## src/hdl/raster_consts.svh

```systemverilog
// Screen size and buffer depths are fixed at build time; address widths must match the depths
`ifndef RASTER_CONSTS_SVH
`define RASTER_CONSTS_SVH

// Signed coordinate width
`define RASTER_DATAWIDTH 12

// Screen in pixels, origin at the top left
`define RASTER_SCREEN_WIDTH 320
`define RASTER_SCREEN_HEIGHT 320

`define RASTER_MAX_VERTICES 256   // Vertex buffer depth
`define RASTER_MAX_TRIANGLES 128  // Index buffer depth

// Must be clog2 of the depths above
`define RASTER_VADDR_W 8
`define RASTER_TADDR_W 7

`endif

```

## src/hdl/raster_pkg.sv

```systemverilog
// Vertex coordinates are signed screen space values; the invalid bit rejects the whole triangle
package raster_pkg;

`include "raster_consts.svh"

    // One transformed vertex, 37 bits
    typedef struct packed {
        logic signed [`RASTER_DATAWIDTH-1:0] x;
        logic signed [`RASTER_DATAWIDTH-1:0] y;
        logic signed [`RASTER_DATAWIDTH-1:0] z;
        logic                                invalid; // Set by transform, never rendered
    } vertex_t;

    // Assembled triangle, corners in index order
    typedef struct packed {
        vertex_t v0;
        vertex_t v1;
        vertex_t v2;
    } triangle_t;

    // Three vertex buffer addresses per triangle
    typedef struct packed {
        logic [`RASTER_VADDR_W-1:0] i0;
        logic [`RASTER_VADDR_W-1:0] i1;
        logic [`RASTER_VADDR_W-1:0] i2;
    } index_entry_t;

endpackage

```

## src/hdl/index_buffer.sv

```systemverilog
// Count must be 1 to MAX_TRIANGLES; do not write while the assembler is reading
`timescale 1ns/1ns

`include "raster_consts.svh"

module index_buffer
    import raster_pkg::*;
(
    input  logic                       clk,
    input  logic                       rstn,

    input  logic                       i_wr,
    input  logic [`RASTER_TADDR_W-1:0] i_waddr,
    input  index_entry_t               i_wdata,

    input  logic [`RASTER_TADDR_W:0]   i_count,  // Number of triangles in the list
    input  logic                       i_rewind,
    input  logic                       i_read_en,

    output index_entry_t               o_entry,
    output logic                       o_dv,
    output logic                       o_last
);

    index_entry_t mem [`RASTER_MAX_TRIANGLES];

    logic [`RASTER_TADDR_W-1:0] r_ptr;
    logic [`RASTER_TADDR_W:0]   last_pos;

    assign last_pos = i_count - 1'b1;

    always_ff @(posedge clk) begin
        if (i_wr) begin
            mem[i_waddr] <= i_wdata;
        end
        if (i_read_en) begin
            o_entry <= mem[r_ptr];
        end
    end

    always_ff @(posedge clk) begin
        if (!rstn) begin
            r_ptr  <= '0;
            o_dv   <= 1'b0;
            o_last <= 1'b0;
        end else begin
            o_dv <= i_read_en;
            if (i_rewind) begin
                r_ptr <= '0;
            end else if (i_read_en) begin
                r_ptr <= r_ptr + 1'b1;
            end
            if (i_read_en) begin
                o_last <= ({1'b0, r_ptr} == last_pos);
            end
        end
    end

endmodule

```

## config.mk

```make
export PLATFORM = sky130hd
export DESIGN_NAME = index_buffer
export DESIGN_NICKNAME = d
export VERILOG_FILES = /design/src/hdl/raster_pkg.sv /design/src/hdl/index_buffer.sv
export VERILOG_INCLUDE_DIRS = /design/src /design/src/hdl
export SDC_FILE = /design/constraint.sdc
export NUM_CORES = 2
export LEC_CHECK = 0
export BUFFER_PORTS_ARGS = -buffer_cell sky130_fd_sc_hd__buf_2
export CORE_UTILIZATION = 60
export CTS_CLUSTER_SIZE = 12
export DETAILED_ROUTE_END_ITERATION = 7
export PLACE_DENSITY_LB_ADDON = 0.3
export SYNTH_ARGS = -nofsm -noshare
export SYNTH_HDL_FRONTEND = slang
export SYNTH_SLANG_ARGS = --single-unit
```

## constraint.sdc

```tcl
create_clock -name clk -period 3.5 [get_ports clk]
set_clock_uncertainty 0.15 [all_clocks]
set_input_delay 0.35 -clock clk [delete_from_list [all_inputs] [get_ports clk]]
set_output_delay 0.35 -clock clk [all_outputs]
set_load 0.01 [all_outputs]
```

==> results.txt <==
In the final layout, the multi-input gates occupy 0.02503 mm2. Along the worst path, the maximum fanout reaches 18. The leakage power figure is roughly 42 nW. The final critical-path share of the clock period came out at 101.6%. The wire length reported by the detailed router is 331600 um.

The number of nets in the synthesized netlist is 5546. In the post-route analysis, the smallest setup slack over all paths is -0.05589 ns. The number of unique standard cell types used by synthesis is 74. The number of buffers inserted by port buffering came out at 69. The number of standard cells after synthesis is around 5.5k. TritonCTS built the clock tree.

The clock passes through at most 4 buffers. Across the run, the number of max-cap violations was 0. The post-layout instance count excluding filler cells is 8919.

The placeable core region is 0.1978 mm2. After detailed routing, the number of remaining DRC violations is 0. The mapped cell area is about 0.12 mm2. The via count of the first global-routing pass came out at 61.78k. The number of top-level pins came out at 70. The sequential fraction of the synthesis area came out at 77.71%.

IR analysis of the VDD net gives a maximum drop of a little over 0.6 mV. The checks that failed: setup timing. In the post-synthesis netlist, the biggest area contributors are sky130_fd_sc_hd__edfxtp_1 78%, sky130_fd_sc_hd__mux4_2 12%, sky130_fd_sc_hd__mux2i_1 3.4%, sky130_fd_sc_hd__buf_6 0.67%, sky130_fd_sc_hd__a22oi_1 0.54%. The slew of the pin with the lowest slew margin is ~1.3 ns. The path type of the worst setup path is flip-flop to flip-flop. The cell area after layout is 0.1361 mm2. In the routed layout, each cell is associated on average with a via count of 6.986.

The signal on the critical path passes through nand2_1, o221ai_1, nor4bb_2, buf_4, o31ai_1, buf_12, o31a_1. Broken down by cell family, the worst path's largest delay share belongs to simple AND/OR/NAND/NOR gates. The final hold violation count is 0.

The post-placement cell count came out at 8404. The number of fill cells in the layout came out at ~12k. The average cell area after synthesis came out at approximately 22 um2. The die covers approximately 0.20 mm2. The fraction of layout instances using a drive strength above 1 came out at 28.27%. The synthesized design contains 3096 enable-type register cells. The setup violation total in the final timing report is 4. The number of rows created at floorplan came out at 163.

The total overflow reported by the global router is 0. The detailed-route via count came out at 62.31k. The fraction of synthesized cell area taken by the top area cell type is slightly below 80%. Among all cell types in the netlist, the one instantiated most often is sky130_fd_sc_hd__edfxtp_1. The number of nets at the end of the flow is 6165. The most instantiated flip-flop cell in the synthesis netlist is sky130_fd_sc_hd__edfxtp_1. The sequential cell area in the final layout is 0.09317 mm2.

The smallest clock period supported by the final layout is computed as 3.556 ns. The tree built by TritonCTS fans out to 3105 sinks. In the final routed layout, each cell accounts on average for between 30 and 40 um. The number of buffers and inverters on the critical path came out at 2. The critical path starts at r_ptr[2]. Clock-pin slew was measured on the worst setup and hold paths at 0.06 ns. The first-pass GRT wire length is roughly 470000 um.

The area growth from synthesis to layout is 13.53%. The post-detailed-route count of antenna-violating nets is 0. Once placement finished, the instance area stood at 0.1267 mm2. The final RePlAce weighted congestion is 0.9062. Setup repair after global routing left no endpoint under its margin. The cell sitting at the root of the clock tree is a sky130_fd_sc_hd__clkbuf_16.

The largest total area in the synthesized netlist belongs to sky130_fd_sc_hd__edfxtp_1. The slowest stage of the critical path belongs to the cell sky130_fd_sc_hd__dfxtp_4. The number of synthesized register bits came out at 3105. Global routing consumed, over all layers together, 33.12% of the routing resources. The worst setup path is captured at a flip-flop. Final hold analysis gives a worst-case slack of between 0.02 and 0.03 ns. The wire-length estimate of the detail-placed layout is between 150000 and 200000 um. STA classifies the critical path startpoint as a flip-flop. The power density over the cells is 542.7 mW/mm2. Sorting the synthesized cells by how often they occur yields 3096 x sky130_fd_sc_hd__edfxtp_1, 618 x sky130_fd_sc_hd__mux4_2, 410 x sky130_fd_sc_hd__mux2i_1. The startpoint identified for the worst register-to-register timing path is r_ptr[2]. The data required time at the worst endpoint came out at between 4 and 5 ns.

Based on the critical path, the design can be clocked at up to 0.2812 GHz. The delay of the slowest cell on the worst path came out at 0.69 ns. The initial core utilization is about three fifths. The tightest min-delay check is of the primary input to flip-flop type.

The total number of yosys warnings came out at 0. The detailed-router iteration count before antenna repair came out at 6. The run finished, with violations left. The die outline height is 449.0 um. The worst relative slew slack is 12.33%.

The number of clock buffers added by TritonCTS is between 300 and 400. The startpoint of the worst hold path is i_wdata[12]. Before CTS, the worst setup slack after placement is -0.7052 ns. The count of pins over their slew limit is 0. The data arrival time of the critical path is 4.09 ns. The number of DRC violations after detailed-routing iteration 0 is ~11k. The number of H-tree levels is 5.

The initial antenna violation count is 34. The largest net degree at the start of global routing is 89. Counting flops with an async set or reset pin after synthesis yields a share of 0%. The clock latency on the worst-skew pair is 0.97 ns. The die is 449.0 um wide.
registers in the layout, indices dropped and copies added, names as in the netlist:
signal   flops
o_last       1
mem       3072
o_entry     24
o_dv         1
r_ptr        7
cell families (layout without fill, tap and decap cells):
group	Yosys count	after routing	synth area share [%]
mux	1077	1077	15.51
buf+inv	316	1076	1.846
compound gates	557	557	3.211
other cells	0	19	0
flops	3105	3105	77.71
fa+ha+maj	2	2	0.02087
simple gates	431	431	1.612
xor+xnor	12	12	0.08768
worst register-to-register path, stage by stage, from the launching register on:
cell and delay [ns]:
sky130_fd_sc_hd__dfxtp_4 0.69, sky130_fd_sc_hd__nand2_1 0.66, sky130_fd_sc_hd__o221ai_1 0.62, sky130_fd_sc_hd__nor4bb_2 0.61, sky130_fd_sc_hd__buf_4 0.20, sky130_fd_sc_hd__o31ai_1 0.12, sky130_fd_sc_hd__buf_12 0.17, sky130_fd_sc_hd__o31a_1 0.09
final timing paths:
check,to,slack [ns],depth (start not counted)
worst min-delay path,mem[67][12],0.03,1
worst max-delay path,o_entry[9],-0.06,7
worst min register to register,r_ptr[5],0.60,2
worst max register to register,o_entry[9],-0.06,7
per-layer routing:
layer / wire length, um / part of all wire [%] / GRT usage (%)
met3: 44430 / 13 / 8.004
met4: 18620 / 5.6 / 16.28
met5: 21 / 0.0063 / 0
met1: 113700 / 34 / 45.14
met2: 154900 / 47 / 50.84
placed cells by master, fill, tap and decap left out, drive strengths merged, types with 19 or more instances in the layout:
cell,n
mux2i,410
a22oi,87
nand3,49
nor2,163
edfxtp,3096
nor2b,21
diode,19
dlygate4sd3,31
o22ai,65
a221oi,33
a21oi,94
a31oi,23
buf,577
a211oi,45
clkinv,39
o21ai,86
clkbuf,419
mux2,48
nand2,127
o221ai,32
mux4,619
stage by stage:
stage / total power [mW] / TNS, ns / utilization (%)
after CTS: 73.98 / 0 / 68.75
after detailed placement: 44.18 / -2.419 / 64.05
final: 73.86 / -0.1462 / 68.79
after floorplan: 42.85 / 0 / -
after global placement: 44.10 / -2.442 / 64.05
after global routing: 75.42 / 0 / 68.77
report_power, final:
part / switching [mW] / total, mW / leakage [nW] / internal (mW)
combinational: 1.57 / 2.34 / 9.35 / 0.768
sequential: 0.0703 / 41.1 / 27.9 / 41.1
clock: 13.2 / 30.4 / 4.32 / 17.2
layout make-up:
class	count	share of cell area [%]
clock inverter	46	0.2152
sequential	3105	68.47
timing repair buffer	608	4.128
tap	2640	2.427
multi-input combinational	2079	18.39
inverter	3	0.01195
clock buffer	419	6.321
antenna	19	0.03494
repair_timing:
item,4_1_cts,5_1_grt
gates cloned,0,0
hold buffers,31,0
resized for setup,19,8
buffers inserted,0,0
pin swaps,2,1
endpoints found under the setup margin,11,7
hold endpoints to repair,1284,0
Note: power is estimated with default switching activity, not from simulation.
