**config.mk**
```make
export PLATFORM = sky130hd
export DESIGN_NAME = triangle_cull
export DESIGN_NICKNAME = d
export VERILOG_FILES = /design/src/hdl/raster_pkg.sv /design/src/hdl/triangle_cull.sv
export VERILOG_INCLUDE_DIRS = /design/src /design/src/hdl
export SDC_FILE = /design/constraint.sdc
export NUM_CORES = 1
export LEC_CHECK = 0
export BUFFER_PORTS_ARGS = -buffer_cell sky130_fd_sc_hd__buf_4
export CELL_PAD_IN_SITES_DETAIL_PLACEMENT = 1
export CELL_PAD_IN_SITES_GLOBAL_PLACEMENT = 1
export CORE_ASPECT_RATIO = 1.4
export CORE_MARGIN = 2
export CORE_UTILIZATION = 30
export DETAILED_ROUTE_END_ITERATION = 16
export MAX_ROUTING_LAYER = met4
export PLACE_DENSITY = 0.76
export SYNTH_ARGS = -nofsm -noshare
export SYNTH_HDL_FRONTEND = slang
export SYNTH_SLANG_ARGS = --single-unit
```
**constraint.sdc**
```tcl
create_clock -name clk -period 7.3 [get_ports clk]
set_input_delay 1.46 -clock clk [delete_from_list [all_inputs] [get_ports clk]]
set_output_delay 1.46 -clock clk [all_outputs]
set_load 0.01 [all_outputs]
```
**src/hdl/raster_consts.svh**
```systemverilog
// Screen size and buffer depths are fixed at build time; address widths must match the depths
`ifndef RASTER_CONSTS_SVH
`define RASTER_CONSTS_SVH

// Signed coordinate width
`define RASTER_DATAWIDTH 12

// Screen in pixels, origin at the top left
`define RASTER_SCREEN_WIDTH 320
`define RASTER_SCREEN_HEIGHT 320

`define RASTER_MAX_VERTICES 256   // Vertex buffer depth
`define RASTER_MAX_TRIANGLES 128  // Index buffer depth

// Must be clog2 of the depths above
`define RASTER_VADDR_W 8
`define RASTER_TADDR_W 7

`endif

```
**src/hdl/raster_pkg.sv**
```systemverilog
// Vertex coordinates are signed screen space values; the invalid bit rejects the whole triangle
package raster_pkg;

`include "raster_consts.svh"

    // One transformed vertex, 37 bits
    typedef struct packed {
        logic signed [`RASTER_DATAWIDTH-1:0] x;
        logic signed [`RASTER_DATAWIDTH-1:0] y;
        logic signed [`RASTER_DATAWIDTH-1:0] z;
        logic                                invalid; // Set by transform, never rendered
    } vertex_t;

    // Assembled triangle, corners in index order
    typedef struct packed {
        vertex_t v0;
        vertex_t v1;
        vertex_t v2;
    } triangle_t;

    // Three vertex buffer addresses per triangle
    typedef struct packed {
        logic [`RASTER_VADDR_W-1:0] i0;
        logic [`RASTER_VADDR_W-1:0] i1;
        logic [`RASTER_VADDR_W-1:0] i2;
    } index_entry_t;

endpackage

```
**src/hdl/triangle_cull.sv**
```systemverilog
// Trivial reject only, no clipping; screen edges are fixed at build time
`timescale 1ns/1ns

`include "raster_consts.svh"

module triangle_cull
    import raster_pkg::*;
(
    input  logic      clk,
    input  logic      rstn,

    input  triangle_t i_tri,
    input  logic      i_dv,
    input  logic      i_finished,

    output triangle_t o_tri,
    output logic      o_dv,
    output logic      o_finished
);

    // Outcode {left, right, top, bottom}
    function automatic logic [3:0] outcode(input vertex_t v);
        outcode[3] = $signed(v.x) < 0;
        outcode[2] = $signed(v.x) >= `RASTER_SCREEN_WIDTH;
        outcode[1] = $signed(v.y) < 0;
        outcode[0] = $signed(v.y) >= `RASTER_SCREEN_HEIGHT;
    endfunction

    logic any_invalid;
    logic off_screen;   // All corners beyond one edge
    logic keep;

    assign any_invalid = i_tri.v0.invalid | i_tri.v1.invalid | i_tri.v2.invalid;
    assign off_screen  = |(outcode(i_tri.v0) & outcode(i_tri.v1) & outcode(i_tri.v2));
    assign keep        = i_dv & ~any_invalid & ~off_screen;

    always_ff @(posedge clk) begin
        if (keep) begin
            o_tri <= i_tri;
        end
    end

    always_ff @(posedge clk) begin
        if (!rstn) begin
            o_dv       <= 1'b0;
            o_finished <= 1'b0;
        end else begin
            o_dv       <= keep;
            o_finished <= i_finished; // Stays behind the last triangle
        end
    end

endmodule

```
==> results.json, run 1 <==
{
  "drc": 0,
  "drv_slew": 0,
  "die_area_sq_um": 12700,
  "start_util": 0.310,
  "endpoint_kind": "flop",
  "vias_per_cell": 4.30,
  "vias": 2324,
  "max_freq_mhz": 282,
  "nNetsFinal": 500,
  "cp.required_ns": 7.31,
  "cts_made_buffers": 17,
  "synth_seq_cells": 113,
  "gp_congestion": 0.777,
  "cp_common_cell": "buf_4",
  "die_w_microns": 95.7,
  "hold_class": "in2reg",
  "routed_wl_microns": 10100,
  "drtIter0Drc": 117,
  "io_pins": 228,
  "tightestPinTransition_ns": 0.816,
  "p_clk_frac": 0.498,
  "postCtsSetupBuffers": 0,
  "path_clk_slew_ns": 0.05,
  "syn_to_final_growth_pct": 71.0,
  "slowest_stage": "buf_4",
  "slowest_delay_ns": 0.74,
  "nFillCells": 1114,
  "cp-start-kind": "primary input",
  "p_int_uw": 1360,
  "antenna_found_initial": 0,
  "maxCapViolCount": 0,
  "hold_buffers": 0,
  "ctsResizeCount": 0,
  "path_class": "in2reg",
  "grt_pass1_wl_microns": 14200,
  "grt_overflow_total": 0,
  "wl_per_cell_microns": 18.7,
  "pre_cts_slack_ns": 3.30,
  "combPwrFrac": 0.059,
  "switching_share": 0.184,
  "setup_viol": 0,
  "grt_util_all_layers": 0.164,
  "cp_max_fo": 65,
  "total_power_uw": 1670,
  "ys_seq_area_frac": 0.956,
  "rsz0062_at_grt": "no",
  "grt_start_max_net_pins": 66,
  "cts_max_level": 4,
  "drive_gt1_frac": 0.657,
  "tritoncts": "built",
  "critPathLaunch": "i_tri[32]",
  "hpwlAfterDp_microns": 7890,
  "path_cells": "buf_4 -> o21ai_0 -> a2111oi_2 -> a21o_1 -> nor2_4 -> buf_4 -> buf_4",
  "leakage_uw": 0.00247,
  "netlist_instances": 137,
  "cts-root-buf": "clkbuf_16",
  "finalSetupTns_ns": 0,
  "hold_viol": 0,
  "netlist_area_sq_um": 3530,
  "rows": 46,
  "cp_data_arrival_time_ns": 3.56,
  "coreArea_sq_um": 11400,
  "fin_crit_sh": 0.486,
  "drt-pass1-iter-count": 4,
  "cts.sink_count": 113,
  "syn_nets": 252,
  "fin_crit_ns": 3.55,
  "powerDensity_nw_per_um2": 276,
  "die_h_microns": 132,
  "relSlewSlack": 0.456,
  "n_antenna_cell": 0,
  "ir_worst_vdd_mv": 0.175,
  "outcome": "completed",
  "portBuffers": 227,
  "crit_end": "o_tri[73]$_DFFE_PP_",
  "p_seq_frac": 0.443,
  "power.switching_uw": 307,
  "grt_pass1_vias": 2561,
  "worst_slack_ns": 3.75,
  "yosysWarnings": 0,
  "synth_area_per_cell_sq_um": 25.8,
  "clock_path_buffers": 2,
  "synthDistinctLibCells": 14,
  "ant_nets": 0
}
==> worst min-delay path by stage <==
stage | from | end | slack, ns | cells past startpoint
6_report | i_tri[26] | o_tri[26]$_DFFE_PP_ | 1.24 | 1
5_1_grt | i_tri[50] | o_tri[50]$_DFFE_PP_ | 1.21 | 1
4_1_cts | i_tri[16] | o_tri[16]$_DFFE_PP_ | 1.22 | 1
3_5_place_dp | i_tri[84] | o_tri[84]$_DFFE_PP_ | 1.64 | 1
3_3_place_gp | i_tri[26] | o_tri[26]$_DFFE_PP_ | 1.64 | 1
2_1_floorplan | i_tri[0] | o_tri[0]$_DFFE_PP_ | 1.56 | 0
==> area by class of cell <==
| class | count | area (sq um) | share of cell area |
|---|---|---|---|
| Sequential cell | 113 | 3370 | 0.559 |
| Timing Repair Buffer | 229 | 1720 | 0.285 |
| Clock buffer | 19 | 433 | 0.0717 |
| Tap cell | 144 | 180 | 0.0299 |
| Clock inverter | 12 | 166 | 0.0276 |
| Multi-Input combinational cell | 24 | 164 | 0.0272 |
==> power by group through the flow <==
stage | Combinational [uW] | Sequential, uW | Clock, uW
after floorplan | 7.93 | 762 | 0
after global placement | 96.2 | 750 | 0
after detailed placement | 99.3 | 752 | 0
after CTS | 99.6 | 739 | 849
after global routing | 105 | 740 | 882
final | 97.9 | 739 | 829
==> critical path: cells and delay by family <==
family,cells,cell delay (ns)
buffers and inverters,3,1.33
AOI/OAI and AO/OA,3,0.60
and+or+nand+nor,1,0.09
==> cell families after synthesis <==
kind of cell     share of synthesized area
AO/OA/AOI/OAI                       0.0227
AND/OR/NAND/NOR                     0.0216
flip-flops                           0.956
==> cells in the mapped netlist <==
cell type	n	area share
a2111oi_2	1	0.0043
a21o_1	1	0.0021
a22oi_1	2	0.0043
and2_1	1	0.0018
dfxtp_1	2	0.011
edfxtp_1	111	0.94
nand3_1	3	0.0043
nor2_1	6	0.0064
nor3_1	1	0.0014
nor3b_2	1	0.0035
nor4b_2	1	0.0043
o21a_1	1	0.0021
o21ai_0	5	0.0071
o311a_1	1	0.0028
==> metal layers <==
| layer | share of wire | global-route usage | vias up | routed length [microns] |
|---|---|---|---|---|
| met5 | 0 | - | - | 0 |
| met1 | 0.32 | 0.145 | 1121 | 3230 |
| met3 | 0.091 | 0.0669 | 18 | 921 |
| met2 | 0.56 | 0.288 | 129 | 5660 |
| met4 | 0.030 | 0.0857 | 0 | 308 |
| li1 | - | - | 1056 | - |
==> sequential cells by signal (all words and copies together), names as in the netlist <==
name / flops
o_dv: 1
o_tri: 111
o_finished: 1
==> metrics by stage <==
step | util | area (sq um) | instances | hold slack (ns)
2_1_floorplan | - | 3530 | 137 | 1.56
3_3_place_gp | 0.477 | 5440 | 510 | 1.64
3_5_place_dp | 0.477 | 5440 | 510 | 1.64
4_1_cts | 0.530 | 6040 | 541 | 1.22
5_1_grt | 0.530 | 6040 | 541 | 1.21
6_report | 0.530 | 6040 | 541 | 1.24
==> layout by cell type, fill, tap and decap left out <==
master and count:
o21ai_0 5, nor4b_2 1, o311a_1 1, edfxtp_1 111, and2_1 1, a22oi_1 2, nor2_4 1, nor2_1 5
nor3_1 1, bufinv_16 4, clkbuf_1 2, a21o_1 1, o21a_1 1, buf_4 229, clkinv_2 5, clkbuf_16 17
clkinv_4 2, clkinv_1 1, a2111oi_2 1, nor3b_2 1, nand3_1 3, dfxtp_1 2
Note: power is estimated with default switching activity, not from simulation.
==> run 2, diff against run 1 <==
- CORE_UTILIZATION: 30 -> 33
- PLACE_DENSITY: 0.76 -> 0.79
- clock period: 7.3 -> 3.7 ns (I/O delays scaled with it)
==> run 2 against run 1 <==
  * Clock power rose by 110%
  * Sequential cell count did not move
  * Cell count fell by 0.92%
  * Highest routed layer unchanged
  * Worst hold slack got worse by 0.73 ns
  * Sequential share of layout area fell by 0.60 points
  * Die area fell by 8.8%
  * Non-clock buffer count did not move
  * Critical path type unchanged
  * Via count rose by 0.13%
  * Power rose by 110%
  * Global-route usage rose by 1.7 points
  * Final area rose by 1.1%
==> results.json, run 2 (synthesized netlist as in run 1, its figures left out) <==
{
  "outcome": "completed",
  "gp_congestion": 0.765,
  "grt_pass1_vias": 2601,
  "wl_met2_microns": 5860,
  "grt_overflow_total": 0,
  "fin_crit_ns": 2.23,
  "cts_made_buffers": 17,
  "syn_to_final_growth_pct": 72.8,
  "start_util": 0.339,
  "io_pins": 228,
  "cts.sink_count": 113,
  "grt_start_max_net_pins": 48,
  "max_freq_mhz": 448,
  "fin_crit_sh": 0.603,
  "postCtsSetupBuffers": 0,
  "cts_max_level": 4,
  "ant_nets": 0,
  "regMostFlops": "o_tri",
  "clock_path_buffers": 2,
  "hpwlAfterDp_microns": 7390,
  "wl_met3_microns": 714,
  "powerDensity_nw_per_um2": 561,
  "final_common_cell": "buf_4",
  "cp_data_arrival_time_ns": 2.31,
  "ctsResizeCount": 0,
  "relSlewSlack": 0.585,
  "n_antenna_cell": 0,
  "portBuffers": 227,
  "cts-root-buf": "clkbuf_16",
  "reg.largest.list": "o_tri (111), o_dv (1), o_finished (1)",
  "drive_gt1_frac": 0.658,
  "nFillCells": 983,
  "grt_pass1_wl_microns": 14700,
  "total_power_uw": 3420,
  "maxCapViolCount": 0,
  "tritoncts": "built",
  "ir_worst_vdd_mv": 0.384,
  "vias": 2327,
  "hold_buffers": 0,
  "pre_cts_slack_ns": 1.04,
  "routed_wl_microns": 10100,
  "largest_reg_flops": 111,
  "path_class": "in2reg",
  "final_cell_mix": "buf_4 (227), edfxtp_1 (111), clkbuf_16 (17)",
  "cp-start-kind": "primary input",
  "coreArea_sq_um": 10400,
  "die_area_sq_um": 11600,
  "cp_max_fo": 47,
  "drtIter0Drc": 88,
  "die_w_microns": 91.4,
  "rows": 44,
  "tightestPinTransition_ns": 0.621,
  "rsz0062_at_grt": "no",
  "wl_per_cell_microns": 18.8,
  "endpoint_kind": "flop",
  "antenna_found_initial": 0,
  "leakage_uw": 0.00248,
  "die_h_microns": 126,
  "setup_viol": 0,
  "drt-pass1-iter-count": 4,
  "hold_viol": 0,
  "nNetsFinal": 500,
  "finalSetupTns_ns": 0,
  "worst_slack_ns": 1.47,
  "drv_slew": 0,
  "vias_per_cell": 4.34,
  "highest_layer": "met4",
  "path_clk_slew_ns": 0.05,
  "wl_met1_microns": 3250,
  "grt_util_all_layers": 0.181,
  "drc": 0,
  "cp.required_ns": 3.78,
  "hold_class": "in2reg"
}
## run 2: cell types whose count changed in the layout (fill, tap and decap cells not counted)
cell | before | now
buf_4 | 229 | 227
bufinv_16 | 4 | 5
clkbuf_1 | 2 | 3
clkbuf_8 | 0 | 2
buf_12 | 0 | 2
clkinv_4 | 2 | 0
clkinv_1 | 1 | 0
clkinv_2 | 5 | 2
clkinvlp_4 | 0 | 3
## run 2: cell type report
| class | instances | area (sq um) | area share |
|---|---|---|---|
| Tap cell | 138 | 173 | 0.0283 |
| Timing Repair Buffer | 229 | 1740 | 0.286 |
| Sequential cell | 113 | 3370 | 0.553 |
| Multi-Input combinational cell | 24 | 164 | 0.0269 |
| Clock inverter | 10 | 183 | 0.0299 |
| Clock buffer | 22 | 464 | 0.0761 |
## run 2: power by group
group	switching, uW	leakage (uW)	internal [uW]
sequential	10.5	0.00102	1450
combinational	74.7	0.00115	120
clock	543	0.000306	1230
## run 2: final timing paths
check / cells after the start / from / to
worst max-delay path: 6 / i_tri[37] / o_tri[25]$_DFFE_PP_
worst min-delay path: 1 / i_tri[17] / o_tri[17]$_DFFE_PP_
## run 2: metal layers
metal	up-vias	GRT usage
met5	-	-
met4	0	0.0838
met3	22	0.0671
met2	129	0.325
met1	1119	0.168
li1	1057	-
## run 2: worst max-delay path, stage by stage
cell	delay, ns
buf_4	0.11
nor4b_2	0.28
nand3_1	0.10
a21o_1	0.21
nor2_4	0.49
buf_12	0.33
## run 2: through the flow
stage	cell area (sq um)	std cells	util	hold WS, ns
after floorplan	3540	137	-	0.839
after global placement	5450	504	0.524	0.918
after detailed placement	5450	504	0.524	0.920
after CTS	6100	536	0.586	0.487
after global routing	6100	536	0.586	0.494
final	6100	536	0.586	0.512
