$ cat src/hdl/raster_consts.svh
// Screen size and buffer depths are fixed at build time; address widths must match the depths
`ifndef RASTER_CONSTS_SVH
`define RASTER_CONSTS_SVH

// Signed coordinate width
`define RASTER_DATAWIDTH 12

// Screen in pixels, origin at the top left
`define RASTER_SCREEN_WIDTH 320
`define RASTER_SCREEN_HEIGHT 320

`define RASTER_MAX_VERTICES 256   // Vertex buffer depth
`define RASTER_MAX_TRIANGLES 128  // Index buffer depth

// Must be clog2 of the depths above
`define RASTER_VADDR_W 8
`define RASTER_TADDR_W 7

`endif

$ cat src/hdl/raster_pkg.sv
// Vertex coordinates are signed screen space values; the invalid bit rejects the whole triangle
package raster_pkg;

`include "raster_consts.svh"

    // One transformed vertex, 37 bits
    typedef struct packed {
        logic signed [`RASTER_DATAWIDTH-1:0] x;
        logic signed [`RASTER_DATAWIDTH-1:0] y;
        logic signed [`RASTER_DATAWIDTH-1:0] z;
        logic                                invalid; // Set by transform, never rendered
    } vertex_t;

    // Assembled triangle, corners in index order
    typedef struct packed {
        vertex_t v0;
        vertex_t v1;
        vertex_t v2;
    } triangle_t;

    // Three vertex buffer addresses per triangle
    typedef struct packed {
        logic [`RASTER_VADDR_W-1:0] i0;
        logic [`RASTER_VADDR_W-1:0] i1;
        logic [`RASTER_VADDR_W-1:0] i2;
    } index_entry_t;

endpackage

$ cat src/hdl/primitive_assembler.sv
// Start is taken only when idle with i_ready high; one triangle per i_ready, finished after last
`timescale 1ns/1ns

module primitive_assembler
    import raster_pkg::*;
(
    input  logic         clk,
    input  logic         rstn,

    input  logic         i_start,
    input  logic         i_ready,       // Downstream can take another triangle

    output logic         o_ready,
    output logic         o_finished,

    // Index buffer
    output logic         o_index_read_en,
    output logic         o_index_rewind,
    input  index_entry_t i_index,
    input  logic         i_index_dv,
    input  logic         i_index_last,

    // Vertex buffer
    output index_entry_t o_vertex_addr,
    output logic         o_vertex_read_en,
    input  triangle_t    i_vertex,
    input  logic         i_vertex_dv,

    // Assembled triangle
    output triangle_t    o_tri,
    output logic         o_dv
);

    typedef enum logic [2:0] {
        PA_IDLE,
        PA_READ_INDEX,
        PA_READ_VERTEX,
        PA_WAIT_DATA,
        PA_ASSEMBLED,
        PA_DONE
    } pa_state_t;

    pa_state_t state, next_state;
    logic      r_last;    // Current triangle is the final one

    logic      start_ok;

    assign start_ok = i_start & i_ready;

    assign o_ready        = (state == PA_IDLE);
    assign o_finished     = (state == PA_DONE);
    assign o_index_rewind = (state == PA_IDLE) & start_ok; // Pointer back to entry 0

    always_comb begin
        next_state = state;
        case (state)
            PA_IDLE: begin
                if (start_ok) begin
                    next_state = PA_READ_INDEX;
                end
            end
            PA_READ_INDEX: begin
                if (i_index_dv) begin
                    next_state = PA_READ_VERTEX;
                end
            end
            PA_READ_VERTEX: begin
                next_state = PA_WAIT_DATA;
            end
            PA_WAIT_DATA: begin
                if (i_vertex_dv) begin
                    next_state = PA_ASSEMBLED;
                end
            end
            PA_ASSEMBLED: begin
                if (r_last) begin
                    next_state = PA_DONE;
                end else if (i_ready) begin
                    next_state = PA_READ_INDEX;
                end
            end
            PA_DONE: begin
                next_state = PA_IDLE;
            end
            default: begin
                next_state = PA_IDLE;
            end
        endcase
    end

    always_ff @(posedge clk) begin
        if (!rstn) begin
            state            <= PA_IDLE;
            r_last           <= 1'b0;
            o_index_read_en  <= 1'b0;
            o_vertex_read_en <= 1'b0;
            o_dv             <= 1'b0;
        end else begin
            state            <= next_state;
            o_index_read_en  <= 1'b0; // Strobes default to one cycle
            o_vertex_read_en <= 1'b0;
            o_dv             <= 1'b0;
            case (state)
                PA_IDLE: begin
                    r_last          <= 1'b0;
                    o_index_read_en <= start_ok;
                end
                PA_READ_INDEX: begin
                    if (i_index_dv) begin
                        r_last <= i_index_last;
                    end
                end
                PA_READ_VERTEX: begin
                    o_vertex_read_en <= 1'b1;
                end
                PA_WAIT_DATA: begin
                    o_dv <= i_vertex_dv;
                end
                PA_ASSEMBLED: begin
                    o_index_read_en <= ~r_last & i_ready; // Fetch the next triangle
                end
                default: begin
                    r_last <= 1'b0;
                end
            endcase
        end
    end

    always_ff @(posedge clk) begin
        if (state == PA_READ_INDEX && i_index_dv) begin
            o_vertex_addr <= i_index;
        end
        if (state == PA_WAIT_DATA && i_vertex_dv) begin
            o_tri <= i_vertex;
        end
    end

endmodule

$ cat config.mk
export PLATFORM = sky130hd
export DESIGN_NAME = primitive_assembler
export DESIGN_NICKNAME = d
export VERILOG_FILES = /design/src/hdl/raster_pkg.sv /design/src/hdl/primitive_assembler.sv
export VERILOG_INCLUDE_DIRS = /design/src /design/src/hdl
export SDC_FILE = /design/constraint.sdc
export NUM_CORES = 1
export LEC_CHECK = 0
export BUFFER_PORTS_ARGS = -buffer_cell sky130_fd_sc_hd__buf_2
export CORE_AREA = 2 2 110 112
export CTS_CLUSTER_SIZE = 40
export DETAILED_ROUTE_END_ITERATION = 7
export DIE_AREA = 0 0 112 114
export PLACE_DENSITY = 0.74
export SLEW_MARGIN = 10
export SYNTH_ARGS = -nofsm -noshare
export SYNTH_HDL_FRONTEND = slang
export SYNTH_SLANG_ARGS = --single-unit
$ cat constraint.sdc
create_clock -name clk -period 7.4 [get_ports clk]
set_input_delay 0.74 -clock clk [delete_from_list [all_inputs] [get_ports clk]]
set_output_delay 0.74 -clock clk [all_outputs]
set_load 0.02 [all_outputs]
==> results.tsv, run 1 <==
stage	metric	value	unit
status	result of the run	completed	
floorplanning	full die area	12800	µm²
sta	clock skew after layout	0.0103	ns
yosys	top cells by area in the synthesized netlist	sky130_fd_sc_hd__edfxtp_1 (91%), sky130_fd_sc_hd__dfxtp_1 (3.1%), sky130_fd_sc_hd__buf_6 (0.76%), sky130_fd_sc_hd__nand2_1 (0.42%), sky130_fd_sc_hd__nor2_1 (0.42%)	
clock_network	CTS buffer count	17	
layout	leading cell types in the layout, fill and taps excluded	sky130_fd_sc_hd__buf_2 (282), sky130_fd_sc_hd__edfxtp_1 (135), sky130_fd_sc_hd__clkbuf_16 (17)	
clock_network	number of buffers on the longest clock path	2	
floorplanning	floorplan die height	114	µm
sta	fin worst setup slack	4.89	ns
grt	number of antenna violations at the first check in global routing	0	
route	detailed-route wire length	10800	µm
placed_design	Final HPWL DP	8080	µm
worst_hold_path	Hold Path Depth	1	
clock_network	clock latency of the later-clocked register in the worst-skew pair	0.41	ns
worst_setup_path	worst setup slack for register-to-register paths	4.89	ns
worst_hold_path	Worst Hold Class	in -> reg	
worst_setup_path	CP Max Fanout	56	
floorplanning	site row count	40	
worst_setup_path	Reg-to-Reg Start	state[2]	
grt	via count of the first global-routing pass	2900	
clock_network	clock tree from TritonCTS	done	
sta	final setup violation count	0	
sta	setup total negative slack	0	ns
grt	wire length of the first global-routing pass	15500	µm
grt	GR Util All Layers	16.6	%
route	DRT Pass-1 Iters	4	
sta	hold violation count in the final report	0	
sta	fraction of the cycle the final worst path needs	33.9	%
clock_network	root buffer selected by CTS	sky130_fd_sc_hd__clkbuf_16	
layout	Antenna Cells	0	
yosys	yosys warns	0	
floorplanning	area of the core	11700	µm²
sta	Slew HR	28.6	%
route	number of DRC violations after detailed routing	0	
grt	gr ovfl total	0	
floorplanning	ports placed on the boundary	283	
worst_setup_path	sort of element at the end of the critical path	flip-flop	
yosys	post-synthesis cell type with the largest combined area	sky130_fd_sc_hd__edfxtp_1	
layout	Area growth, synth to finish	48.0	%
route	post-route met1 wirelength	3940	µm
sta	minimum period implied by the final worst setup slack	2.51	ns
yosys	Unique masters post-synth	26	
route	max layer used	met4	
layout	most common cell after layout, fill and taps aside	sky130_fd_sc_hd__buf_2	
clock_network	clock sink count	142	
yosys	FF+latch count, synth	142	
route	mean routed wirelength per cell	16.8	µm
pwr	Max VDD drop	0.221	mV
clock_network	Clock H-tree levels	4	
route	violation count after the first detailed-routing iteration	216	
sta	Slew @ Worst Pin	1.07	ns
clock_network	clock slew at the register clock pins of the worst setup and hold paths	0.06	ns
route	routed length on met3	1140	µm
placed_design	post-place setup slack	4.64	ns
route	amount of wire on met2 after detailed routing	5460	µm
worst_setup_path	Setup CP Type	reg -> reg	
worst_setup_path	Crit path required time	7.44	ns
sta	Fmax achieved	399	MHz
layout	layout net count	625	
route	routed via count	2892	
worst_setup_path	worst reg2reg path endpoint	o_tri[45]	
placed_design	input/output buffers	282	
yosys	fraction of synthesized cell area taken by the top area cell type	90.9	%
floorplanning	die width	112	µm
run	number of maximum-capacitance violations	0	
pwr	ratio of total power to cell area	271	nW/µm²
worst_setup_path	origin of the worst setup path	state[2]	
pwr	Lkg Pwr	2.74	nW
clock_network	CTS-repair resized insts	0	
worst_setup_path	capture point of the critical path	o_tri[45]	
layout	ratio of cells with drive above 1 in the final layout	63.7	%
floorplanning	initial cell density of the core	38.1	%
sta	unrepaired setup endpoints after global routing	false	
clock_network	Post-CTS Setup Bufs	0	
worst_setup_path	data arrival time at the worst-slack endpoint	2.55	ns
yosys	synthesized area	4460	µm²
yosys	post-synthesis average cell area	24.4	µm²
yosys	sequential area share after synthesis	94.0	%
yosys	syn nets	325	
route	vias per cell	4.50	
placed_design	Final GP Congestion	0.846	
route	Routed Antenna Nets	0	
grt	pin count of the biggest net entering global routing	57	
yosys	Syn Inst Count	183	
worst_setup_path	startpoint type of the worst setup path	flip-flop	
worst_setup_path	cell count of the worst reg-to-reg path	4	
clock_network	count of hold buffers inserted by post-cts repair	0	
sta	number of pins exceeding their max-slew limit in the final report	0	
[final cells by class]
cell class                      instances  area (µm²)
Clock buffer                           17         425
Clock inverter                         15         128
Fill cell                             937        5110
Inverter                                3        11.3
Multi-Input combinational cell         35         233
Sequential cell                       142        4190
Tap cell                              147         184
Timing Repair Buffer                  284        1430
[where the power goes]
part / internal, mW / total [mW] / switching, mW
clock network: 0.486 / 0.789 / 0.302
registers: 0.897 / 0.905 / 0.00813
logic: 0.0439 / 0.0951 / 0.0512
total: 1.43 / 1.79 / 0.362
[critical path: stages, from the launching register on]
cell and delay (ns):
sky130_fd_sc_hd__dfxtp_1 0.41, sky130_fd_sc_hd__nand2b_1 0.27, sky130_fd_sc_hd__nor2_4 0.12, sky130_fd_sc_hd__buf_4 0.57, sky130_fd_sc_hd__buf_4 0.70
[Yosys cell counts, drive strengths merged]
master / n
a31oi: 1
dfxtp: 7
nor2b: 1
a2bb2oi: 1
inv: 3
nand3: 2
a21boi: 1
and3b: 1
nor4b: 1
edfxtp: 135
nor3b: 2
nand2: 5
nor2: 5
nor3: 3
mux2i: 1
a32o: 1
buf: 3
o21ai: 2
a21oi: 2
and2b: 1
and3: 1
nand2b: 2
a311oi: 2
[through the flow]
step	area, µm²	hold WS [ns]	power (mW)	util, %	cells
floorplan	4460	0.509	0.964	-	183
CTS	6600	0.478	1.81	56.4	643
detailed placement	6050	0.555	1.02	51.6	611
finish	6600	0.497	1.79	56.4	643
global route	6600	0.474	1.85	56.4	643
global placement	6050	0.552	1.01	51.6	611
[how the worst min path moves through the flow]
stage / from / to / slack (ns)
2_1_floorplan: state[0] / o_vertex_read_en / 0.51
3_3_place_gp: r_last / r_last / 0.55
3_5_place_dp: r_last / r_last / 0.56
4_1_cts: i_vertex[90] / o_tri[90] / 0.48
5_1_grt: i_vertex[98] / o_tri[98] / 0.47
6_report: i_vertex[90] / o_tri[90] / 0.50
[metal layers]
metal	track usage [%]	vias to the layer above
met3	8.45	20
met4	8.70	0
met2	27.6	187
met5	0	-
met1	17.5	1356
li1	-	1329
[sequential cells by signal (all words and copies together) (netlist names)]
name / cells
o_tri: 111
r_last: 1
o_vertex_addr: 24
o_vertex_read_en: 1
o_index_read_en: 1
state: 3
o_dv: 1
[cell families after synthesis]
group                  after synthesis  synth area share, %
buffers and inverters                6                 1.01
DFF                                142                 94.0
AOI/OAI and AO/OA                   10                 1.71
muxes                                1                0.224
and+or+nand+nor                     24                 3.06
Power figures use the tool's default switching activity.
==> inputs of run 2 (changes only) <==
--- a/config.mk
+++ b/config.mk
@@ -7,11 +7,10 @@
 export NUM_CORES = 1
 export LEC_CHECK = 0
 export BUFFER_PORTS_ARGS = -buffer_cell sky130_fd_sc_hd__buf_2
-export CORE_AREA = 2 2 110 112
+export CORE_UTILIZATION = 38
 export CTS_CLUSTER_SIZE = 40
 export DETAILED_ROUTE_END_ITERATION = 7
-export DIE_AREA = 0 0 112 114
-export PLACE_DENSITY = 0.74
+export PLACE_DENSITY = 0.76
 export SLEW_MARGIN = 10
 export SYNTH_ARGS = -nofsm -noshare
 export SYNTH_HDL_FRONTEND = slang
==> constraint.sdc (replaced) <==
create_clock -name clk -period 2.3 [get_ports clk]
set_input_delay 0.23 -clock clk [delete_from_list [all_inputs] [get_ports clk]]
set_output_delay 0.23 -clock clk [all_outputs]
set_load 0.02 [all_outputs]
==> run 2 against run 1 <==
  * The flow now stops in 4_1_cts
  * Synthesized area stayed put
  * Synthesized cell count stayed put
==> results.tsv, run 2 <==
stage	metric	value	unit	change
status	result of the run	stopped before the end		
status	stopping stage	4_1_cts		
status	error that ended the run	[ERROR RSZ-0060] Max buffer count reached.		
yosys	synthesized area	4460	µm²	unchanged
yosys	fraction of synthesized cell area taken by the top area cell type	90.9	%	unchanged
clock_network	clock sink count	142		unchanged
yosys	most instantiated flip-flop cell in the synthesis netlist	sky130_fd_sc_hd__edfxtp_1		
yosys	Unique masters post-synth	26		unchanged
clock_network	number of buffers on the longest clock path	2		unchanged
yosys	post-synthesis average cell area	24.4	µm²	unchanged
yosys	FF+latch count, synth	142		unchanged
placed_design	Final HPWL DP	7790	µm	-3.6%
clock_network	Post-CTS Setup Bufs	0		unchanged
yosys	sequential area share after synthesis	94.0	%	unchanged
floorplanning	floorplan die height	110	µm	-3.2%
floorplanning	site row count	39		-2.5%
yosys	yosys warns	0		unchanged
clock_network	root buffer selected by CTS	sky130_fd_sc_hd__clkbuf_16		
yosys	FFs w/ async S/R, synth	0	%	unchanged
yosys	leading cell types by count after synthesis	sky130_fd_sc_hd__edfxtp_1 (135), sky130_fd_sc_hd__dfxtp_1 (7), sky130_fd_sc_hd__nand2_1 (5), sky130_fd_sc_hd__nor2_1 (5)		
yosys	syn nets	325		unchanged
floorplanning	initial cell density of the core	39.1	%	+0.98 points
yosys	Syn Inst Count	183		unchanged
floorplanning	ports placed on the boundary	283		unchanged
clock_network	count of hold buffers inserted by post-cts repair	129		+129
clock_network	CTS buffer count	17		unchanged
placed_design	input/output buffers	282		unchanged
yosys	leading cell type by number of instances after synthesis	sky130_fd_sc_hd__edfxtp_1		
yosys	top cells by area in the synthesized netlist	sky130_fd_sc_hd__edfxtp_1 (91%), sky130_fd_sc_hd__dfxtp_1 (3.1%), sky130_fd_sc_hd__buf_6 (0.76%), sky130_fd_sc_hd__nand2_1 (0.42%), sky130_fd_sc_hd__nor2_1 (0.42%)		
yosys	post-synthesis cell type with the largest combined area	sky130_fd_sc_hd__edfxtp_1		
yosys	number of flops mapped to enable cells by yosys	135		unchanged
clock_network	CTS-repair resized insts	0		unchanged
placed_design	Final GP Congestion	0.718		-15%
floorplanning	die width	110	µm	-1.5%
clock_network	Clock H-tree levels	4		unchanged
[run 2: cell counts after synthesis]
Identical to the previous run, type by type.
[run 2: cells by family after synthesis]
kind of cell / synth area share [%]
buffers and inverters: 1.01
flip-flops: 94.0
AND/OR/NAND/NOR: 3.06
multiplexers: 0.224
AO/OA/AOI/OAI: 1.71
[run 2: through the flow]
stage	setup TNS (ns)	instances	worst slack [ns]	cell area, µm²	utilization [%]
floorplan	-36.59	183	-0.330	4480	-
global placement	0	608	0.861	6090	53.3
detailed placement	0	608	0.805	6090	53.3
==> inputs of run 3 (changes only) <==
--- a/config.mk
+++ b/config.mk
@@ -7,10 +7,9 @@
 export NUM_CORES = 1
 export LEC_CHECK = 0
 export BUFFER_PORTS_ARGS = -buffer_cell sky130_fd_sc_hd__buf_2
-export CORE_UTILIZATION = 38
-export CTS_CLUSTER_SIZE = 40
+export CORE_UTILIZATION = 30
 export DETAILED_ROUTE_END_ITERATION = 7
-export PLACE_DENSITY = 0.76
+export PLACE_DENSITY_LB_ADDON = 0.15
 export SLEW_MARGIN = 10
 export SYNTH_ARGS = -nofsm -noshare
 export SYNTH_HDL_FRONTEND = slang
==> constraint.sdc (replaced) <==
create_clock -name clk -period 3 [get_ports clk]
set_input_delay 0.3 -clock clk [delete_from_list [all_inputs] [get_ports clk]]
set_output_delay 0.3 -clock clk [all_outputs]
set_load 0.02 [all_outputs]
==> run 3 against run 2 <==
  * The flow now finishes without violations
==> results.tsv, run 3 (synthesized netlist as in run 1, its figures left out) <==
stage	metric	value	unit	change
route	max layer used	met5		
floorplanning	ports placed on the boundary	283		unchanged
route	violation count after the first detailed-routing iteration	149		
layout	area of the multi-input gates	233	µm²	
grt	gr ovfl total	0		
grt	GR Util All Layers	13.9	%	
layout	filler cell count	1347		
layout	registers with the highest flip-flop counts	o_tri (111), o_vertex_addr (24), state (3)		
layout	register area	4190	µm²	
clock_network	root buffer selected by CTS	sky130_fd_sc_hd__clkbuf_16		
route	amount of wire on met2 after detailed routing	5390	µm	
floorplanning	area of the core	14500	µm²	
sta	number of pins exceeding their max-slew limit in the final report	0		
worst_setup_path	data arrival time at the worst-slack endpoint	1.51	ns	
route	post-route met1 wirelength	3920	µm	
floorplanning	die width	124	µm	+12%
layout	most common cell after layout, fill and taps aside	sky130_fd_sc_hd__buf_2		
pwr	ratio of total power to cell area	675	nW/µm²	
layout	layout net count	628		
floorplanning	site row count	44		+13%
sta	fraction of the cycle the final worst path needs	60.5	%	
clock_network	clock sink count	142		unchanged
layout	Area growth, synth to finish	51.3	%	
run	number of maximum-capacitance violations	0		
worst_setup_path	Setup CP Type	reg -> out		
route	mean routed wirelength per cell	16.1	µm	
route	routed length on met3	1500	µm	
route	Routed Antenna Nets	0		
sta	Slew @ Worst Pin	0.548	ns	
pwr	Max VDD drop	0.310	mV	
sta	minimum period implied by the final worst setup slack	1.81	ns	
pwr	register share of total power	49.0	%	
clock_network	CTS buffer count	17		unchanged
worst_setup_path	startpoint type of the worst setup path	flip-flop		
clock_network	number of buffers on the longest clock path	2		unchanged
pwr	Int Pwr	3.62	mW	
layout	Antenna Cells	0		
grt	via count of the first global-routing pass	2902		
status	result of the run	completed		
clock_network	count of hold buffers inserted by post-cts repair	0		-100%
pwr	Lkg Pwr	2.78	nW	
sta	setup total negative slack	0	ns	
sta	Slew HR	63.4	%	
clock_network	clock latency of the later-clocked register in the worst-skew pair	0.41	ns	
sta	final setup violation count	0		
pwr	power dissipated by switching net loads	0.932	mW	
grt	pin count of the biggest net entering global routing	41		
grt	wire length of the first global-routing pass	15200	µm	
worst_setup_path	CP Max Fanout	9		
placed_design	Final HPWL DP	8350	µm	+7.2%
pwr	portion of total power attributed to the clock network	45.9	%	
worst_hold_path	Worst Hold Class	in -> reg		
sta	Fmax achieved	551	MHz	
layout	max FFs per register	111		
route	detailed-route wire length	11000	µm	
grt	number of antenna violations at the first check in global routing	1		
worst_setup_path	sort of element at the end of the critical path	output pin		
layout	Biggest register	o_tri		
route	number of DRC violations after detailed routing	0		
layout	leading cell types in the layout, fill and taps excluded	sky130_fd_sc_hd__buf_2 (282), sky130_fd_sc_hd__edfxtp_1 (135), sky130_fd_sc_hd__clkbuf_16 (17)		
pwr	switching share of power	20.5	%	
sta	hold violation count in the final report	0		
pwr	combinational share of power	5.2	%	
floorplanning	floorplan die height	124	µm	+12%
worst_setup_path	Crit path required time	2.70	ns	
sta	unrepaired setup endpoints after global routing	false		
floorplanning	initial cell density of the core	30.7	%	-8.4 points
clock_network	Clock H-tree levels	4		unchanged
clock_network	Post-CTS Setup Bufs	0		unchanged
route	routed via count	2902		
route	DRT Pass-1 Iters	4		
clock_network	clock tree from TritonCTS	done		
layout	Layout Utilization	46.4	%	
route	vias per cell	4.25		
placed_design	Final GP Congestion	0.785		+9.4%
clock_network	clock slew at the register clock pins of the worst setup and hold paths	0.06	ns	
clock_network	CTS-repair resized insts	0		unchanged
placed_design	input/output buffers	282		unchanged
floorplanning	full die area	15400	µm²	
layout	ratio of cells with drive above 1 in the final layout	64.3	%	
sta	clock skew after layout	0.00792	ns	
==> run 3: worst paths after layout <==
check / slack (ns) / end / cells past startpoint / from
worst max-delay path: 1.19 / o_index_rewind / 3 / state[0]
worst min-delay path: 0.06 / o_tri[82] / 1 / i_vertex[82]
worst max register to register: 1.19 / o_tri[43] / 3 / state[1]
worst min register to register: 0.58 / r_last / 2 / r_last
==> run 3: worst max-delay path: stages, from the launching register on <==
cell and delay [ns]:
sky130_fd_sc_hd__dfxtp_1 0.39, sky130_fd_sc_hd__nor3_1 0.36, sky130_fd_sc_hd__and3_1 0.20, sky130_fd_sc_hd__buf_2 0.16
==> run 3: per-layer routing <==
layer,global-route usage [%],vias up
li1,-,1334
met4,6.70,2
met3,7.88,18
met1,14.4,1372
met5,0,-
met2,22.6,176
==> run 3: power groups by stage <==
| stage | registers [mW] | logic, mW | clock network (mW) |
|---|---|---|---|
| finish | 2.23 | 0.235 | 2.09 |
| CTS | 2.23 | 0.238 | 2.15 |
| detailed placement | 2.27 | 0.237 | 0 |
| global route | 2.23 | 0.257 | 2.23 |
| floorplan | 2.30 | 0.0797 | 0 |
| global placement | 2.27 | 0.230 | 0 |
==> run 3: cell type report <==
| class | instances | area share, % |
|---|---|---|
| inverter | 3 | 0.167 |
| timing repair buffer | 287 | 22.0 |
| tap | 184 | 3.41 |
| clock buffer | 17 | 6.30 |
| clock inverter | 15 | 2.50 |
| sequential | 142 | 62.1 |
| multi-input combinational | 35 | 3.45 |
==> run 3: through the flow <==
step | cells | total power [mW] | worst slack, ns | instance area, µm² | hold slack, ns
after floorplan | 183 | 2.38 | 0.274 | 4470 | 0.399
after detailed placement | 651 | 2.51 | 1.17 | 6150 | 0.478
after CTS | 683 | 4.62 | 1.15 | 6750 | 0.0347
after global placement | 651 | 2.50 | 1.20 | 6150 | 0.477
after global routing | 683 | 4.72 | 1.05 | 6750 | 0.0325
final | 683 | 4.55 | 1.19 | 6750 | 0.0576
==> inputs of run 4 (changes only) <==
==> constraint.sdc (replaced) <==
create_clock -name clk -period 1.77 [get_ports clk]
set_input_delay 0.177 -clock clk [delete_from_list [all_inputs] [get_ports clk]]
set_output_delay 0.177 -clock clk [all_outputs]
set_load 0.02 [all_outputs]
==> run 4 against run 3 <==
  * Register-to-register slack got worse by 0.96 ns
  * Via count increased by 16%
  * Global-route usage increased by 1.4 points
  * Wire length increased by 11%
  * Clock-buffer cell count increased by 2
  * Non-clock buffer count increased by 138
  * Die area unchanged
  * Total power increased by 74%
  * Sequential share of layout area decreased by 11 points
  * First-iteration DRC count decreased by 19%
==> results.tsv, run 4 (synthesized netlist as in run 1, its figures left out) <==
stage	metric	value	unit	change
grt	pin count of the biggest net entering global routing	26		-37%
clock_network	clock sink count	142		unchanged
route	DRT Pass-1 Iters	4		unchanged
grt	GR Util All Layers	15.2	%	+1.4 points
layout	max FFs per register	111		unchanged
sta	Fmax achieved	610	MHz	
floorplanning	floorplan die height	124	µm	unchanged
worst_setup_path	slowest cell on the critical path	sky130_fd_sc_hd__dfxtp_1		
clock_network	number of buffers on the longest clock path	2		unchanged
worst_setup_path	cell count of the worst reg-to-reg path	3		unchanged
sta	unrepaired setup endpoints after global routing	false		
grt	wire length of the first global-routing pass	16800	µm	+11%
grt	number of antenna violations at the first check in global routing	1		unchanged
layout	leading cell types in the layout, fill and taps excluded	sky130_fd_sc_hd__buf_2 (282), sky130_fd_sc_hd__dlygate4sd3_1 (135), sky130_fd_sc_hd__edfxtp_1 (135)		
floorplanning	site row count	44		unchanged
floorplanning	full die area	15400	µm²	unchanged
route	Routed Antenna Nets	0		unchanged
sta	final setup violation count	0		unchanged
pwr	total design power	7.92	mW	+74%
pwr	ratio of total power to cell area	972	nW/µm²	+44%
worst_setup_path	sort of element at the end of the critical path	output pin		
pwr	Lkg Pwr	3.37	nW	+21%
worst_setup_path	data arrival time at the worst-slack endpoint	1.46	ns	-0.05 ns
placed_design	Final GP Congestion	0.766		-2.4%
sta	Slew HR	73.4	%	+10 points
layout	most common cell after layout, fill and taps aside	sky130_fd_sc_hd__buf_2		
worst_setup_path	worst reg2reg path endpoint	o_tri[3]		
status	result of the run	completed		
sta	number of pins exceeding their max-slew limit in the final report	0		unchanged
grt	via count of the first global-routing pass	3320		+14%
clock_network	root buffer selected by CTS	sky130_fd_sc_hd__clkbuf_16		
layout	registers with the highest flip-flop counts	o_tri (111), o_vertex_addr (24), state (3)		
layout	filler cell count	1199		-11%
worst_setup_path	CP Max Fanout	9		unchanged
route	vias per cell	4.09		-3.8%
pwr	Max VDD drop	0.526	mV	+69%
floorplanning	ports placed on the boundary	283		unchanged
layout	register area	4200	µm²	about the same
sta	tightest hold margin	0.0343	ns	-0.0233 ns
sta	minimum period implied by the final worst setup slack	1.64	ns	
layout	area of the multi-input gates	248	µm²	+6.5%
clock_network	clock latency of the later-clocked register in the worst-skew pair	0.41	ns	about the same
clock_network	clock tree from TritonCTS	done		
placed_design	input/output buffers	282		unchanged
worst_setup_path	cell breakdown of the critical path	buf_4 > nor3_2 > and3_1 > buf_2		
grt	gr ovfl total	0		unchanged
floorplanning	area of the core	14500	µm²	unchanged
route	mean routed wirelength per cell	14.9	µm	-7.7%
worst_hold_path	Worst Hold Class	in -> reg		
run	number of maximum-capacitance violations	0		unchanged
clock_network	clock slew at the register clock pins of the worst setup and hold paths	0.06	ns	about the same
layout	layout net count	766		+22%
floorplanning	initial cell density of the core	30.7	%	unchanged
route	routed via count	3355		+16%
route	violation count after the first detailed-routing iteration	121		-19%
worst_setup_path	origin of the worst setup path	state[1]		
sta	setup total negative slack	0	ns	unchanged
worst_setup_path	Setup CP Type	reg -> out		
worst_setup_path	startpoint type of the worst setup path	flip-flop		
layout	ratio of cells with drive above 1 in the final layout	51.3	%	-13 points
layout	Area growth, synth to finish	82.7	%	
sta	fraction of the cycle the final worst path needs	92.6	%	
layout	Biggest register	o_tri		
clock_network	CTS buffer count	17		unchanged
worst_setup_path	capture point of the critical path	o_index_rewind		
placed_design	Final HPWL DP	8480	µm	+1.6%
clock_network	Clock H-tree levels	4		unchanged
sta	Slew @ Worst Pin	0.399	ns	-0.150 ns
sta	clock skew after layout	0.00476	ns	-0.00316 ns
worst_setup_path	worst setup slack for register-to-register paths	0.23	ns	-0.96 ns
route	number of DRC violations after detailed routing	0		unchanged
worst_setup_path	Crit path required time	1.59	ns	-1.11 ns
floorplanning	die width	124	µm	unchanged
worst_setup_path	CP max stage delay	0.32	ns	-0.07 ns
sta	hold violation count in the final report	0		unchanged
route	detailed-route wire length	12200	µm	+11%
worst_setup_path	Reg-to-Reg Start	state[0]		
[run 4: how the worst min path moves through the flow]
stage | start | to | slack [ns] | depth (start not counted)
finish | rstn | o_index_read_en | 0.03 | 3
global route | rstn | o_index_read_en | 0.03 | 3
CTS | rstn | o_index_read_en | 0.01 | 3
detailed placement | i_index[0] | o_vertex_addr[0] | 0.36 | 1
global placement | i_index[7] | o_vertex_addr[7] | 0.35 | 1
floorplan | i_vertex[0] | o_tri[0] | 0.28 | 0
[run 4: power breakdown]
| group | switching [mW] | internal [mW] |
|---|---|---|
| clock network | 1.29 | 2.19 |
| logic | 0.262 | 0.393 |
| registers | 0.0346 | 3.75 |
[run 4: layer usage]
metal | vias up | share of wire [%] | routed length [µm] | global-route usage [%]
met5 | - | 0 | 0 | 0
met4 | 0 | 1.6 | 190 | 5.95
met3 | 14 | 9.5 | 1160 | 6.91
met2 | 165 | 51 | 6230 | 26.0
met1 | 1563 | 38 | 4640 | 16.4
li1 | 1613 | - | - | -
[run 4: critical path, delay by kind of cell (launching register included)]
kind	cells	cell delay, ns
buffers and inverters	2	0.32
flip-flops	1	0.32
AND/OR/NAND/NOR	2	0.41
[run 4: final cells by class]
class	instances	area share, %
clock buffers	19	5.31
inverters	3	0.138
well taps	184	2.82
flip-flops and latches	142	51.5
clock inverters	12	1.78
multi-input cells	35	3.04
repair buffers	425	35.4
diodes	1	0.0307
[run 4: repair_timing]
action / 4_1_cts / 5_1_grt
hold endpoints to repair: 135 / 0
resized for setup: 0 / 1
setup endpoints to repair: 0 / 1
setup buffers: 0 / 0
hold buffers: 135 / 0
[run 4: metrics by stage]
step                utilization [%]  worst slack, ns  cells  instance area (µm²)
floorplan                         -           -0.860    183                 4480
finish                         56.1            0.131    821                 8150
detailed placement             42.8            0.226    654                 6210
CTS                            56.0           0.0132    820                 8140
global placement               42.8            0.227    654                 6210
global route                   56.1          0.00776    820                 8150
